### src/design/axis_uart_pkg.sv
/*
 * UART shared definitions
 * Character and divider widths, FIFO depth, FSM state types and the
 * frame parity rule used by both the receiver and the transmitter.
 */
package axis_uart_pkg;

    localparam int DATA_WIDTH      = 8;
    localparam int DIVIDER_WIDTH   = 16;
    localparam int FIFO_DEPTH      = 8;
    localparam int BIT_CNT_WIDTH   = $clog2(DATA_WIDTH);
    localparam int FIFO_ADDR_WIDTH = $clog2(FIFO_DEPTH);

    typedef enum logic [2:0] {
        RX_IDLE,
        RX_START,
        RX_DATA,
        RX_PARITY,
        RX_STOP,
        RX_WAIT
    } uart_rx_state_e;

    typedef enum logic [2:0] {
        TX_IDLE,
        TX_START,
        TX_DATA,
        TX_PARITY,
        TX_STOP
    } uart_tx_state_e;

    // odd parity makes data plus parity carry an odd number of ones
    function automatic logic parity(input logic [DATA_WIDTH-1:0] data,
                                    input logic                  odd_sel,
                                    input logic                  even_sel);
        if (odd_sel) begin
            return ~^data;
        end else if (even_sel) begin
            return ^data;
        end
        return 1'b0;
    endfunction

endpackage

### src/design/axis_if.sv
/*
 * Byte stream interface
 * Data, valid and ready with the shared clock and reset.
 */
interface axis_if
    import axis_uart_pkg::*;
(
    input logic m_axis,
    input logic reset_i
);

    logic [DATA_WIDTH-1:0] tdata;
    logic                  tvalid;
    logic                  tready;

    modport master (input m_axis, input reset_i, input tready, output tdata, output tvalid);
    modport slave  (input m_axis, input reset_i, input tdata, input tvalid, output tready);

    // once offered, a word stays offered until it is taken
    a_tvalid_held: assert property (@(posedge m_axis) disable iff (reset_i)
        tvalid && !tready |=> tvalid);

endinterface

### src/design/axis_uart_fifo.sv
/*
 * Byte FIFO
 * Synchronous FIFO between a slave stream and a master stream, with
 * wrap-bit pointers giving full and empty.
 */
module axis_uart_fifo
    import axis_uart_pkg::*;
(
    input  logic   m_axis,
    input  logic   reset_i,
    axis_if.slave  wr_stream_i,
    axis_if.master rd_stream_o
);

logic [DATA_WIDTH-1:0]    mem [FIFO_DEPTH];
logic [FIFO_ADDR_WIDTH:0] wr_ptr;
logic [FIFO_ADDR_WIDTH:0] rd_ptr;
logic                     full;
logic                     empty;
logic                     wr_en;
logic                     rd_en;

always_ff @(posedge m_axis) begin
    if (wr_en) begin
        mem[wr_ptr[FIFO_ADDR_WIDTH-1:0]] <= wr_stream_i.tdata;
    end
end

always_ff @(posedge m_axis) begin
    if (reset_i) begin
        wr_ptr <= '0;
        rd_ptr <= '0;
    end else begin
        if (wr_en) begin
            wr_ptr <= wr_ptr + 1'b1;
        end
        if (rd_en) begin
            rd_ptr <= rd_ptr + 1'b1;
        end
    end
end

// same address with different wrap bits means the write side lapped the read side
assign full  = (wr_ptr[FIFO_ADDR_WIDTH] != rd_ptr[FIFO_ADDR_WIDTH]) &&
               (wr_ptr[FIFO_ADDR_WIDTH-1:0] == rd_ptr[FIFO_ADDR_WIDTH-1:0]);
assign empty = (wr_ptr == rd_ptr);

assign wr_stream_i.tready = !full;
assign rd_stream_o.tvalid = !empty;
assign rd_stream_o.tdata  = mem[rd_ptr[FIFO_ADDR_WIDTH-1:0]];

assign wr_en = wr_stream_i.tvalid && wr_stream_i.tready;
assign rd_en = rd_stream_o.tvalid && rd_stream_o.tready;

// a write taken while full would push the fill level past the depth
a_no_write_when_full: assert property (@(posedge m_axis) disable iff (reset_i)
    (FIFO_ADDR_WIDTH + 1)'(wr_ptr - rd_ptr) <= FIFO_DEPTH);

endmodule

### src/design/axis_uart_rx.sv
/*
 * UART receiver
 * Samples the serial line at mid-bit, checks optional parity and
 * offers each good byte on a valid/ready stream.
 */
module axis_uart_rx
    import axis_uart_pkg::*;
(
    input  logic                     m_axis,
    input  logic                     reset_i,
    input  logic [DIVIDER_WIDTH-1:0] clk_divider_i,
    input  logic                     parity_odd_i,
    input  logic                     parity_even_i,
    input  logic                     uart_rx_i,
    axis_if.master                   stream_o
);

uart_rx_state_e state;

logic                     rx_meta;
logic                     rx_sync;
logic [BIT_CNT_WIDTH-1:0] bit_cnt;
logic [DIVIDER_WIDTH-1:0] baud_cnt;
logic [DATA_WIDTH-1:0]    rx_shift;
logic                     baud_en;
logic                     baud_done;
logic                     start_check;
logic                     bit_done;
logic                     parity_err;
logic                     load_word;
logic                     handshake;

// two-flop synchronizer reset to the idle high level
always_ff @(posedge m_axis) begin
    if (reset_i) begin
        rx_meta <= 1'b1;
        rx_sync <= 1'b1;
    end else begin
        rx_meta <= uart_rx_i;
        rx_sync <= rx_meta;
    end
end

always_ff @(posedge m_axis) begin
    if (reset_i) begin
        state      <= RX_IDLE;
        bit_cnt    <= '0;
        parity_err <= 1'b0;
        baud_en    <= 1'b0;
    end else begin
        case (state)
            RX_IDLE: begin
                parity_err <= 1'b0;
                bit_cnt    <= '0;
                if (!rx_sync) begin
                    state   <= RX_START;
                    baud_en <= 1'b1;
                end
            end
            RX_START: begin
                // a start bit gone high by its midpoint was a glitch
                if (start_check) begin
                    if (!rx_sync) begin
                        state <= RX_DATA;
                    end else begin
                        state   <= RX_IDLE;
                        baud_en <= 1'b0;
                    end
                end
            end
            RX_DATA: begin
                if (baud_done) begin
                    if (bit_done) begin
                        bit_cnt <= '0;
                        if (parity_odd_i || parity_even_i) begin
                            state <= RX_PARITY;
                        end else begin
                            state <= RX_STOP;
                        end
                    end else begin
                        bit_cnt <= bit_cnt + 1'b1;
                    end
                end
            end
            RX_PARITY: begin
                if (baud_done) begin
                    state      <= RX_STOP;
                    parity_err <= (parity(rx_shift, parity_odd_i, parity_even_i) != rx_sync);
                end
            end
            RX_STOP: begin
                if (baud_done) begin
                    state   <= RX_WAIT;
                    baud_en <= 1'b0;
                end
            end
            RX_WAIT: begin
                state <= RX_IDLE;
            end
            default: state <= RX_IDLE;
        endcase
    end
end

// data arrives lsb first, so shift in from the top
always_ff @(posedge m_axis) begin
    if ((state == RX_DATA) && baud_done) begin
        rx_shift <= {rx_sync, rx_shift[DATA_WIDTH-1:1]};
    end
end

always_ff @(posedge m_axis) begin
    if (reset_i || !baud_en || baud_done || start_check) begin
        baud_cnt <= '0;
    end else begin
        baud_cnt <= baud_cnt + 1'b1;
    end
end

always_ff @(posedge m_axis) begin
    if (reset_i) begin
        stream_o.tvalid <= 1'b0;
    end else if (load_word) begin
        stream_o.tvalid <= 1'b1;
    end else if (handshake) begin
        stream_o.tvalid <= 1'b0;
    end
end

always_ff @(posedge m_axis) begin
    if (load_word) begin
        stream_o.tdata <= rx_shift;
    end
end

assign baud_done   = baud_en && (baud_cnt == clk_divider_i - DIVIDER_WIDTH'(1));
assign start_check = (state == RX_START) &&
                     (baud_cnt == (clk_divider_i >> 1) - DIVIDER_WIDTH'(1));
assign bit_done    = (bit_cnt == BIT_CNT_WIDTH'(DATA_WIDTH - 1));
assign handshake   = stream_o.tvalid && stream_o.tready;

// a byte still waiting in the output register wins and the new frame is dropped
assign load_word = (state == RX_WAIT) && !parity_err && (!stream_o.tvalid || stream_o.tready);

a_tdata_stable: assert property (@(posedge m_axis) disable iff (reset_i)
    stream_o.tvalid && !stream_o.tready |=> $stable(stream_o.tdata));

endmodule

### src/design/axis_uart_tx.sv
/*
 * UART transmitter
 * Takes one byte per frame from the stream and drives start, data,
 * optional parity and stop bits on a registered serial output.
 */
module axis_uart_tx
    import axis_uart_pkg::*;
(
    input  logic                     m_axis,
    input  logic                     reset_i,
    input  logic [DIVIDER_WIDTH-1:0] clk_divider_i,
    input  logic                     parity_odd_i,
    input  logic                     parity_even_i,
    axis_if.slave                    stream_i,
    output logic                     uart_tx_o
);

uart_tx_state_e state;

logic [BIT_CNT_WIDTH-1:0] bit_cnt;
logic [DIVIDER_WIDTH-1:0] baud_cnt;
logic [DATA_WIDTH-1:0]    tx_shift;
logic                     parity_bit;
logic                     baud_done;
logic                     bit_done;
logic                     handshake;

always_ff @(posedge m_axis) begin
    if (reset_i) begin
        state     <= TX_IDLE;
        bit_cnt   <= '0;
        uart_tx_o <= 1'b1;
    end else begin
        case (state)
            TX_IDLE: begin
                bit_cnt <= '0;
                if (handshake) begin
                    state     <= TX_START;
                    uart_tx_o <= 1'b0;
                end
            end
            TX_START: begin
                if (baud_done) begin
                    state     <= TX_DATA;
                    uart_tx_o <= tx_shift[0];
                end
            end
            TX_DATA: begin
                if (baud_done) begin
                    if (bit_done) begin
                        if (parity_odd_i || parity_even_i) begin
                            state     <= TX_PARITY;
                            uart_tx_o <= parity_bit;
                        end else begin
                            state     <= TX_STOP;
                            uart_tx_o <= 1'b1;
                        end
                    end else begin
                        bit_cnt   <= bit_cnt + 1'b1;
                        uart_tx_o <= tx_shift[0];
                    end
                end
            end
            TX_PARITY: begin
                if (baud_done) begin
                    state     <= TX_STOP;
                    uart_tx_o <= 1'b1;
                end
            end
            TX_STOP: begin
                if (baud_done) begin
                    state <= TX_IDLE;
                end
            end
            default: state <= TX_IDLE;
        endcase
    end
end

// tx_shift[0] always holds the next data bit to put on the line
always_ff @(posedge m_axis) begin
    if (handshake) begin
        tx_shift   <= stream_i.tdata;
        parity_bit <= parity(stream_i.tdata, parity_odd_i, parity_even_i);
    end else if (baud_done && ((state == TX_START) || (state == TX_DATA))) begin
        tx_shift <= tx_shift >> 1;
    end
end

always_ff @(posedge m_axis) begin
    if (reset_i || (state == TX_IDLE) || baud_done) begin
        baud_cnt <= '0;
    end else begin
        baud_cnt <= baud_cnt + 1'b1;
    end
end

assign stream_i.tready = (state == TX_IDLE);
assign handshake       = stream_i.tvalid && stream_i.tready;
assign baud_done       = (state != TX_IDLE) && (baud_cnt == clk_divider_i - DIVIDER_WIDTH'(1));
assign bit_done        = (bit_cnt == BIT_CNT_WIDTH'(DATA_WIDTH - 1));

a_idle_line_high: assert property (@(posedge m_axis) disable iff (reset_i)
    (state == TX_IDLE) |-> uart_tx_o);

endmodule

### src/design/axis_uart_top.sv
/*
 * UART peripheral top level
 * Transmit FIFO and transmitter, receiver and receive FIFO, with plain
 * stream ports, serial pins and shared frame configuration.
 */
module axis_uart_top
    import axis_uart_pkg::*;
(
    input  logic                     m_axis,
    input  logic                     reset_i,
    input  logic [DIVIDER_WIDTH-1:0] clk_divider_i,
    input  logic                     parity_odd_i,
    input  logic                     parity_even_i,
    input  logic [DATA_WIDTH-1:0]    tx_tdata_i,
    input  logic                     tx_tvalid_i,
    output logic                     tx_tready_o,
    output logic [DATA_WIDTH-1:0]    rx_tdata_o,
    output logic                     rx_tvalid_o,
    input  logic                     rx_tready_i,
    input  logic                     uart_rx_i,
    output logic                     uart_tx_o
);

axis_if tx_host (.m_axis(m_axis), .reset_i(reset_i));
axis_if tx_in   (.m_axis(m_axis), .reset_i(reset_i));
axis_if rx_out  (.m_axis(m_axis), .reset_i(reset_i));
axis_if rx_host (.m_axis(m_axis), .reset_i(reset_i));

// host side of the transmit path
assign tx_host.tdata  = tx_tdata_i;
assign tx_host.tvalid = tx_tvalid_i;
assign tx_tready_o    = tx_host.tready;

// host side of the receive path
assign rx_tdata_o     = rx_host.tdata;
assign rx_tvalid_o    = rx_host.tvalid;
assign rx_host.tready = rx_tready_i;

axis_uart_fifo i_tx_fifo (
    .m_axis      (m_axis),
    .reset_i     (reset_i),
    .wr_stream_i (tx_host),
    .rd_stream_o (tx_in)
);

axis_uart_tx i_tx (
    .m_axis        (m_axis),
    .reset_i       (reset_i),
    .clk_divider_i (clk_divider_i),
    .parity_odd_i  (parity_odd_i),
    .parity_even_i (parity_even_i),
    .stream_i      (tx_in),
    .uart_tx_o     (uart_tx_o)
);

axis_uart_rx i_rx (
    .m_axis        (m_axis),
    .reset_i       (reset_i),
    .clk_divider_i (clk_divider_i),
    .parity_odd_i  (parity_odd_i),
    .parity_even_i (parity_even_i),
    .uart_rx_i     (uart_rx_i),
    .stream_o      (rx_out)
);

axis_uart_fifo i_rx_fifo (
    .m_axis      (m_axis),
    .reset_i     (reset_i),
    .wr_stream_i (rx_out),
    .rd_stream_o (rx_host)
);

endmodule

### config.mk
export PLATFORM = sky130hd
export DESIGN_NAME = axis_uart_top
export DESIGN_NICKNAME = d
export VERILOG_FILES = /design/src/design/axis_uart_pkg.sv /design/src/design/axis_if.sv /design/src/design/axis_uart_fifo.sv /design/src/design/axis_uart_rx.sv /design/src/design/axis_uart_tx.sv /design/src/design/axis_uart_top.sv
export SDC_FILE = /design/constraint.sdc
export NUM_CORES = 1
export LEC_CHECK = 0
export BUFFER_PORTS_ARGS = -buffer_cell sky130_fd_sc_hd__buf_2
export CAP_MARGIN = 0
export CORE_ASPECT_RATIO = 0.6
export CORE_MARGIN = 2
export CORE_UTILIZATION = 50
export CTS_CLUSTER_DIAMETER = 30
export DETAILED_ROUTE_END_ITERATION = 10
export MAX_ROUTING_LAYER = met4
export PLACE_DENSITY = 0.65
export SLEW_MARGIN = 20
export SYNTH_ARGS = -nofsm -noshare
export SYNTH_HDL_FRONTEND = slang
export SYNTH_SLANG_ARGS = --single-unit
export TNS_END_PERCENT = 5
### constraint.sdc
create_clock -name m_axis -period 10.94 [get_ports m_axis]
set_input_delay 2.188 -clock m_axis [delete_from_list [all_inputs] [get_ports m_axis]]
set_output_delay 2.188 -clock m_axis [all_outputs]
set_load 0.02 [all_outputs]
==> results of run 1 <==
-- power groups by stage --
stage | clock, mW | combinational, mW | sequential, mW
5_1_grt | 1.05 | 0.333 | 1.01
2_1_floorplan | 0 | 0.262 | 0.989
4_1_cts | 1.01 | 0.301 | 1.00
3_3_place_gp | 0 | 0.298 | 1.02
6_report | 0.988 | 0.298 | 1.00
3_5_place_dp | 0 | 0.299 | 1.02
-- cells in the mapped netlist (4+ instances only) --
cell type / instances
a211oi_1: 7
a21oi_1: 23
a31oi_1: 4
and3_1: 4
buf_1: 4
buf_2: 9
clkbuf_1: 46
dfxtp_1: 72
edfxtp_1: 153
ha_1: 12
inv_1: 17
mux2_2: 10
mux2i_1: 17
mux4_2: 32
nand2_1: 45
nand2b_1: 12
nand3_1: 33
nand3b_1: 4
nand4_1: 16
nor2_1: 90
nor2b_1: 10
nor3_1: 16
nor3b_1: 5
nor4_1: 9
nor4_4: 4
o211ai_1: 5
o21ai_0: 22
or2_2: 4
or3_1: 7
or4_1: 5
xnor2_1: 65
xnor3_1: 4
xor2_1: 48
-- through the flow --
stage	worst slack [ps]	hold slack, ps
2_1_floorplan	5690	389
5_1_grt	5470	432
6_report	5780	427
3_5_place_dp	5330	421
4_1_cts	5870	432
3_3_place_gp	5440	418
-- cell families after synthesis --
family	Yosys count	share of synthesized area (%)
AND/OR/NAND/NOR	282	14.0
multiplexers	60	9.45
flip-flops	225	56.2
AO/OA/AOI/OAI	94	5.95
buffers and inverters	78	2.90
XOR/XNOR	117	10.1
adder cells (fa/ha/maj)	12	1.40
-- state kept, by name, indices dropped and copies added, names as in the netlist, 3 cells and up, named ones only --
signal / count
i_rx_fifo.mem: 64
i_tx_fifo.mem: 64
i_rx.baud_cnt: 16
i_tx.baud_cnt: 16
i_rx.rx_shift: 8
i_rx.stream_o.tdata: 8
i_tx.tx_shift: 8
i_rx_fifo.rd_ptr: 4
i_rx_fifo.wr_ptr: 4
i_tx_fifo.rd_ptr: 4
i_tx_fifo.wr_ptr: 4
i_rx.bit_cnt: 3
i_rx.state: 3
i_tx.bit_cnt: 3
i_tx.state: 3
-- final timing paths --
kind,startpoint,slack [ps],to,depth (start not counted)
hold reg to reg,i_rx.rx_meta,430,i_rx.rx_sync,1
setup / recovery,clk_divider_i[0],5780,i_tx.tx_shift[1],11
hold / removal,i_rx.rx_meta,430,i_rx.rx_sync,1
setup reg to reg,i_tx.state[0],8060,i_tx.tx_shift[1],8
-- per-layer routing --
| layer | vias up | wire, um | global-route usage (%) |
|---|---|---|---|
| met5 | - | 0 | - |
| met1 | 3156 | 11500 | 33.3 |
| li1 | 3232 | - | - |
| met3 | 37 | 1710 | 5.04 |
| met4 | 0 | 342 | 4.59 |
| met2 | 224 | 8510 | 25.1 |
-- layout make-up --
class | count | area (um^2) | share of cell area (%)
flip-flops and latches | 225 | 6040 | 49.8
multi-input cells | 565 | 4390 | 36.2
clock buffers | 34 | 797 | 6.57
well taps | 279 | 349 | 2.88
clock inverters | 23 | 246 | 2.03
repair buffers | 46 | 243 | 2.00
inverters | 17 | 63.8 | 0.526
-- worst max-delay path, stage by stage --
cell     delay [ps]
buf_2           150
inv_1            70
ha_1            220
nor3b_1         690
nand3_1         250
xor2_1          230
a221o_1         320
nor4_2          280
buf_4           220
nand2_1          70
a21oi_1         610
==> results.py, run 1 <==
metrics = {
    "global_route": {
        "grt_max_degree": 40,
        "gr-total-overflow": 0,
        "grt_pass1_vias": 6140,
        "antenna_found_initial": 0,
        "grt_first_pass_wirelength_um": 34800,
        "track_usage_pct": 20.4,
    },
    "drt": {
        "first_pass_iters": 5,
        "drcViolationCount": 0,
        "drt_iter0_drc": 636,
        "drt-total-wl_um": 22100,
        "num_vias": 6649,
        "viasPerCell": 5.59,
        "ant_nets": 0,
        "drt-wirelength-per-cell_um": 18.6,
    },
    "placement": {
        "dpl.cell_count": 1132,
        "portBuffers": 41,
        "postPlaceCellArea_um2": 11100,
        "place.gp.congestion": 0.998,
        "hpwl_um": 15100,
    },
    "logic_synthesis": {
        "ys_seq_area_share_pct": 56.2,
        "synth_area_um2": 10700,
        "synth_edf_count": 153,
        "synth_top_area_share_pct": 42.8,
        "syn_nets": 911,
        "synth_area_leader_cell": "edfxtp_1",
        "synthCells": 868,
        "synth_warnings": 0,
        "ys.flop_type": "edfxtp_1",
        "async_reset_ff_share_pct": 0,
        "synthTopCellsByArea": "edfxtp_1, dfxtp_1, mux4_2",
        "ys_ff_latch": 225,
        "syn_avg_cell_area_um2": 12.4,
        "synth.distinct_cells": 71,
    },
    "clock_network": {
        "tritoncts": "yes",
        "cts_root_buf": "clkbuf_16",
        "cts_buffer_depth": 3,
        "cts.repair.resized": 0,
        "ctsHoldBuffers": 0,
        "cts_buffers": 31,
        "cts_sinks": 225,
        "post-cts-setup-buffers": 0,
        "path_clk_slew_ps": 60,
        "h-tree-depth": 1,
        "clock_latency_ps": 540,
    },
    "floorplanning": {
        "core_um2": 21000,
        "dieArea_um2": 22700,
        "rows": 41,
        "start_util_pct": 51.0,
        "die_w_um": 193,
        "die-height_um": 117,
        "pin_count": 42,
    },
    "sta": {
        "tns_ps": 0,
        "setup_viol_count_final": 0,
        "rsz0062_at_grt": "false",
        "post-route-period-util_pct": 47.1,
        "finClkSkew_ps": 9.21,
        "period_minus_slack_ps": 5160,
        "hold_viol": 0,
        "fmax_mhz": 194,
        "worst_slew_pin_slew_ps": 1000,
        "maxSlewViolCount": 0,
        "slew_headroom_pct": 33.0,
    },
    "power_and_ir_drop": {
        "p_int_mw": 1.69,
        "clockPowerShare_pct": 43.2,
        "p_sw_mw": 0.602,
        "vdd_drop_max_mv": 0.130,
        "leakage_nw": 4.06,
        "combPwrFrac_pct": 13.0,
        "power_density_nw_per_um2": 189,
        "netSwitchingFraction_pct": 26.3,
        "seqPwrFrac_pct": 43.8,
        "finalPower_mw": 2.29,
    },
    "cells_and_area": {
        "final_area_um2": 12100,
        "fillers": 1696,
        "instances_no_fill": 1189,
        "final_common_cell": "edfxtp_1",
        "nNetsFinal": 929,
        "areaGrowthSynthToFinish_pct": 13.0,
        "diodes": 0,
        "final_util_pct": 57.7,
        "layout_common_cells": "edfxtp_1, nor2_1, dfxtp_1",
        "drive_gt1_share_pct": 17.7,
    },
    "setup_path": {
        "path_max_fanout": 14,
        "path_class": "input pin to flip-flop",
        "end_kind": "flip-flop",
        "critPathArrivalTime_ps": 5320,
        "critPathLaunchType": "input pin",
        "worst-endpoint-required_ps": 11110,
    },
    "min_path": {
        "hp-class": "flip-flop to flip-flop",
    },
    "status": {
        "status": "completed",
    },
    "job": {
        "max-cap-violations": 0,
    },
}
(Power assumes the default switching activity.)
==> run 2, diff against run 1 <==
==> constraint.sdc (replaced) <==
create_clock -name m_axis -period 4.8 [get_ports m_axis]
set_input_delay 0.96 -clock m_axis [delete_from_list [all_inputs] [get_ports m_axis]]
set_output_delay 0.96 -clock m_axis [all_outputs]
set_load 0.02 [all_outputs]
==> run 2 against run 1 <==
Net effect:
- sequential power rose by 130%
- worst hold slack improved by 25 ps
- global-route usage rose by 1.3 points
- critical path depth fell by 1
- non-clock buffer count rose by 2
- flip-flop and latch count did not move
==> results.py, run 2 (synthesis results as in run 1) <==
metrics = {
    "sta": {
        "maxSlewViolCount": 0,
        "rsz0062_at_grt": "false",
        "hold_ws_ps": 452,
        "slew_headroom_pct": 29.3,
        "tns_ps": 0,
        "hold_viol": 0,
        "setup_viol_count_final": 0,
        "fmax_mhz": 271,
        "worst_slew_pin_slew_ps": 1060,
        "layout_setup_ws_ps": 1110,
        "finClkSkew_ps": 34.2,
        "period_minus_slack_ps": 3690,
        "post-route-period-util_pct": 76.8,
    },
    "drt": {
        "drt-total-wl_um": 23200,
        "num_vias": 6728,
        "drcViolationCount": 0,
        "drt-wirelength-per-cell_um": 19.3,
        "first_pass_iters": 5,
        "ant_nets": 0,
        "viasPerCell": 5.62,
        "drt_iter0_drc": 467,
    },
    "setup_path": {
        "path_class": "input pin to flip-flop",
        "critPathLaunchType": "input pin",
        "worst-endpoint-required_ps": 4920,
        "path_max_fanout": 11,
        "critPathArrivalTime_ps": 3810,
        "end_kind": "flip-flop",
    },
    "global_route": {
        "grt_pass1_vias": 6499,
        "antenna_found_initial": 0,
        "track_usage_pct": 21.8,
        "gr-total-overflow": 0,
        "grt_first_pass_wirelength_um": 36600,
        "grt_max_degree": 40,
    },
    "placement": {
        "portBuffers": 41,
        "hpwl_um": 15700,
        "dpl.cell_count": 1134,
        "place_ws_ps": 636,
        "place.gp.congestion": 0.999,
    },
    "power_and_ir_drop": {
        "p_sw_mw": 1.35,
        "netSwitchingFraction_pct": 24.5,
        "combPwrFrac_pct": 12.8,
        "p_int_mw": 4.17,
        "leakage_nw": 4.15,
        "vdd_drop_max_mv": 0.333,
        "clockPowerShare_pct": 45.8,
        "power_density_nw_per_um2": 449,
        "finalPower_mw": 5.52,
        "seqPwrFrac_pct": 41.4,
    },
    "cells_and_area": {
        "nNetsFinal": 935,
        "areaGrowthSynthToFinish_pct": 14.6,
        "diodes": 0,
        "final_common_cell": "edfxtp_1",
        "layout_common_cells": "edfxtp_1, nor2_1, dfxtp_1",
        "instances_no_fill": 1197,
        "drive_gt1_share_pct": 18.2,
    },
    "floorplanning": {
        "die_w_um": 193,
        "dieArea_um2": 22700,
        "rows": 41,
        "core_um2": 21000,
        "start_util_pct": 51.0,
        "die-height_um": 117,
        "pin_count": 42,
    },
    "job": {
        "max-cap-violations": 0,
    },
    "clock_network": {
        "cts_buffer_depth": 3,
        "tritoncts": "yes",
        "cts.repair.resized": 0,
        "h-tree-depth": 2,
        "path_clk_slew_ps": 50,
        "ctsHoldBuffers": 0,
        "cts_buffers": 35,
        "cts_root_buf": "clkbuf_16",
        "cts_sinks": 225,
        "post-cts-setup-buffers": 0,
        "clock_latency_ps": 510,
    },
    "status": {
        "status": "completed",
    },
    "min_path": {
        "hp-class": "flip-flop to flip-flop",
    },
}
-- run 2: final timing paths --
check / start / end / slack (ps) / cells after the start
max: clk_divider_i[1] / i_rx.rx_shift[4] / 1110 / 10
min: i_rx.rx_meta / i_rx.rx_sync / 450 / 1
max reg2reg: i_rx.baud_cnt[9] / i_rx.baud_cnt[5] / 2030 / 7
min reg2reg: i_rx.rx_meta / i_rx.rx_sync / 450 / 1
-- run 2: worst max-delay path, cell delays in order --
cell,delay (ps)
buf_2,130
inv_1,80
ha_1,420
nand2b_1,330
or4_4,590
xnor2_1,170
o2111ai_1,140
and4bb_2,410
nand3_1,100
nor2_1,480
-- run 2: final cells by class --
cell class	instances	area, um^2
inverters	17	63.8
fillers	1718	8730
multi-input cells	565	4400
clock inverters	16	211
repair buffers	48	258
clock buffers	47	982
well taps	279	349
flip-flops and latches	225	6040
-- run 2: per-layer routing --
metal,vias up,GRT usage [%],part of all wire [%]
met5,-,-,0
met4,0,4.92,1.4
met3,33,5.55,7.8
met2,210,26.7,39
met1,3242,35.4,52
li1,3243,-,-
-- run 2: metrics by stage --
step / cell area, um^2 / utilization (%)
floorplan: 10700 / -
global placement: 11100 / 52.8
detailed placement: 11100 / 52.8
CTS: 12300 / 58.5
global route: 12300 / 58.5
finish: 12300 / 58.5
-- run 2: power by group through the flow --
stage               sequential [mW]  combinational [mW]  clock [mW]
floorplan                      2.26               0.597           0
global placement               2.32               0.692           0
detailed placement             2.33               0.702           0
CTS                            2.29               0.713        2.57
global route                   2.30               0.788        2.67
finish                         2.29               0.707        2.53
==> run 3, diff against run 2 <==
--- a/config.mk
+++ b/config.mk
@@ -5,6 +5,7 @@
 export SDC_FILE = /design/constraint.sdc
 export NUM_CORES = 1
 export LEC_CHECK = 0
+export ABC_AREA = 1
 export BUFFER_PORTS_ARGS = -buffer_cell sky130_fd_sc_hd__buf_2
 export CAP_MARGIN = 0
 export CORE_ASPECT_RATIO = 0.6
==> constraint.sdc (replaced) <==
create_clock -name m_axis -period 3.5 [get_ports m_axis]
set_input_delay 0.7 -clock m_axis [delete_from_list [all_inputs] [get_ports m_axis]]
set_output_delay 0.7 -clock m_axis [all_outputs]
set_load 0.02 [all_outputs]
==> run 3 against run 2 <==
Net effect:
- flip-flop and latch count unchanged
- synthesized area up 2.5%
- non-clock buffer count up 1
- synthesized cell count up 47%
- first-iteration DRC count up 60%
- clock power up 28%
- worst setup slack worse by 500 ps
- power up 49%
- highest routed layer unchanged
- sequential power up 39%
- critical path depth down 4
- worst hold slack worse by 120 ps
- register-to-register slack worse by 1100 ps
==> results.py, run 3 <==
metrics = {
    "status": {
        "status": "completed",
    },
    "min_path": {
        "hold_start": "uart_rx_i",
        "hp-class": "input pin to flip-flop",
    },
    "drt": {
        "drcViolationCount": 0,
        "ant_nets": 0,
        "drt_iter0_drc": 748,
        "viasPerCell": 5.34,
        "num_vias": 8698,
        "drt-wirelength-per-cell_um": 16.8,
        "first_pass_iters": 5,
        "drt-total-wl_um": 27300,
    },
    "cells_and_area": {
        "layout_common_cells": "nand2_1, nor2_1, edfxtp_1",
        "final_common_cell": "nand2_1",
        "instances_no_fill": 1630,
        "nNetsFinal": 1369,
        "areaGrowthSynthToFinish_pct": 14.4,
        "drive_gt1_share_pct": 10.7,
    },
    "power_and_ir_drop": {
        "power_density_nw_per_um2": 656,
        "leakage_nw": 4.87,
        "vdd_drop_max_mv": 0.521,
        "finalPower_mw": 8.25,
    },
    "setup_path": {
        "path_class": "flip-flop to output pin",
        "critPathLaunchType": "flip-flop",
        "worst-endpoint-required_ps": 2800,
        "end_kind": "output pin",
        "path_max_fanout": 25,
        "critPathArrivalTime_ps": 2190,
    },
    "logic_synthesis": {
        "muxShareOfSynthArea_pct": 0,
        "synth_area_um2": 11000,
        "synthCells": 1272,
        "netlist_top_cells_count": "nand2_1, nor2_1, edfxtp_1",
        "synth_fa_ha_area_share_pct": 1.37,
        "syn_avg_cell_area_um2": 8.65,
        "async_reset_ff_share_pct": 0,
        "synth_top_area_share_pct": 41.8,
        "synth_warnings": 0,
        "synth.distinct_cells": 37,
        "ys_ff_latch": 225,
        "ys.flop_type": "edfxtp_1",
        "ys_seq_area_share_pct": 54.9,
        "synthTopCellsByArea": "edfxtp_1, dfxtp_1, nand2_1",
        "synth_top_family_by_area": "simple AND/OR/NAND/NOR gates",
        "synth_edf_count": 153,
        "yosysMostFrequentCell": "nand2_1",
        "syn_nets": 1315,
        "synth_xor_xnor_area_share_pct": 3.74,
        "synth_simple_gate_area_share_pct": 25.6,
        "synth_compound_area_share_pct": 9.24,
        "synth_area_leader_cell": "edfxtp_1",
    },
    "floorplanning": {
        "die_w_um": 195,
        "dieArea_um2": 23200,
        "die-height_um": 119,
        "start_util_pct": 51.7,
        "core_um2": 21300,
        "rows": 41,
        "pin_count": 42,
    },
    "sta": {
        "rsz0062_at_grt": "false",
        "post-route-period-util_pct": 82.6,
        "period_minus_slack_ps": 2890,
        "setup_viol_count_final": 0,
        "layout_setup_ws_ps": 608,
        "maxSlewViolCount": 0,
        "fmax_mhz": 346,
        "worst_slew_pin_slew_ps": 1030,
        "finClkSkew_ps": 19.8,
        "hold_viol": 0,
        "tns_ps": 0,
        "slew_headroom_pct": 31.2,
    },
    "global_route": {
        "grt_max_degree": 33,
        "grt_pass1_vias": 7764,
        "antenna_found_initial": 2,
        "grt_first_pass_wirelength_um": 42900,
        "gr-total-overflow": 0,
        "track_usage_pct": 24.5,
    },
    "clock_network": {
        "path_clk_slew_ps": 60,
        "cts.repair.resized": 0,
        "ctsHoldBuffers": 0,
        "cts_buffer_depth": 3,
        "h-tree-depth": 1,
        "cts_root_buf": "clkbuf_16",
        "cts_sinks": 225,
        "cts_buffers": 31,
        "clock_latency_ps": 560,
        "tritoncts": "yes",
        "post-cts-setup-buffers": 0,
    },
    "job": {
        "max-cap-violations": 0,
    },
    "placement": {
        "place_ws_ps": 108,
        "dpl.cell_count": 1572,
        "portBuffers": 41,
        "hpwl_um": 19900,
        "place.gp.congestion": 0.991,
    },
}
## run 3: worst paths after layout
kind | cells after the start | end | slack [ps]
max | 6 | rx_tdata_o[0] | 610
max reg2reg | 12 | i_tx.parity_bit | 930
min reg2reg | 1 | i_rx.rx_sync | 430
min | 2 | i_rx.rx_meta | 330
## run 3: cells by family (layout without fill, tap and decap cells)
group,Yosys count,in the layout
simple gates,653,653
flops,225,225
compound gates,185,185
buf+inv,150,228
xor+xnor,47,47
fa+ha+maj,12,12
other cells,0,1
## run 3: cell type report
class                      count  area, um^2
clock inverter                24         299
sequential                   225        6040
clock buffer                  33         783
tap                          279         349
inverter                     122         458
timing repair buffer          49         265
antenna                        1        2.50
fill                        1890        8710
multi-input combinational    897        4390
## run 3: layer usage
metal,wire length [um],up-vias,GRT usage [%],part of all wire [%]
li1,-,4374,-,-
met1,14700,4027,40.0,54
met3,2290,37,6.00,8.4
met2,9870,260,29.8,36
met4,419,0,4.68,1.5
met5,0,-,-,0
## run 3: stage by stage
| step | cell area, um^2 | util, % | hold WS (ps) |
|---|---|---|---|
| after floorplan | 11000 | - | 389 |
| after global placement | 11500 | 54.0 | 399 |
| after global routing | 12600 | 59.1 | 314 |
| after detailed placement | 11500 | 54.0 | 424 |
| final | 12600 | 59.1 | 329 |
| after CTS | 12600 | 59.1 | 306 |
## run 3: report_power, final
part           switching, mW  internal [mW]
Sequential             0.120           3.06
Combinational           1.22          0.606
Clock                   1.23           2.02
## run 3: critical path: stages, from the launching register on
cell and delay (ps):
dfxtp_1 300, inv_1 540, o21ai_0 180, o22ai_1 170
nor2_1 90, a31oi_1 180, buf_2 190
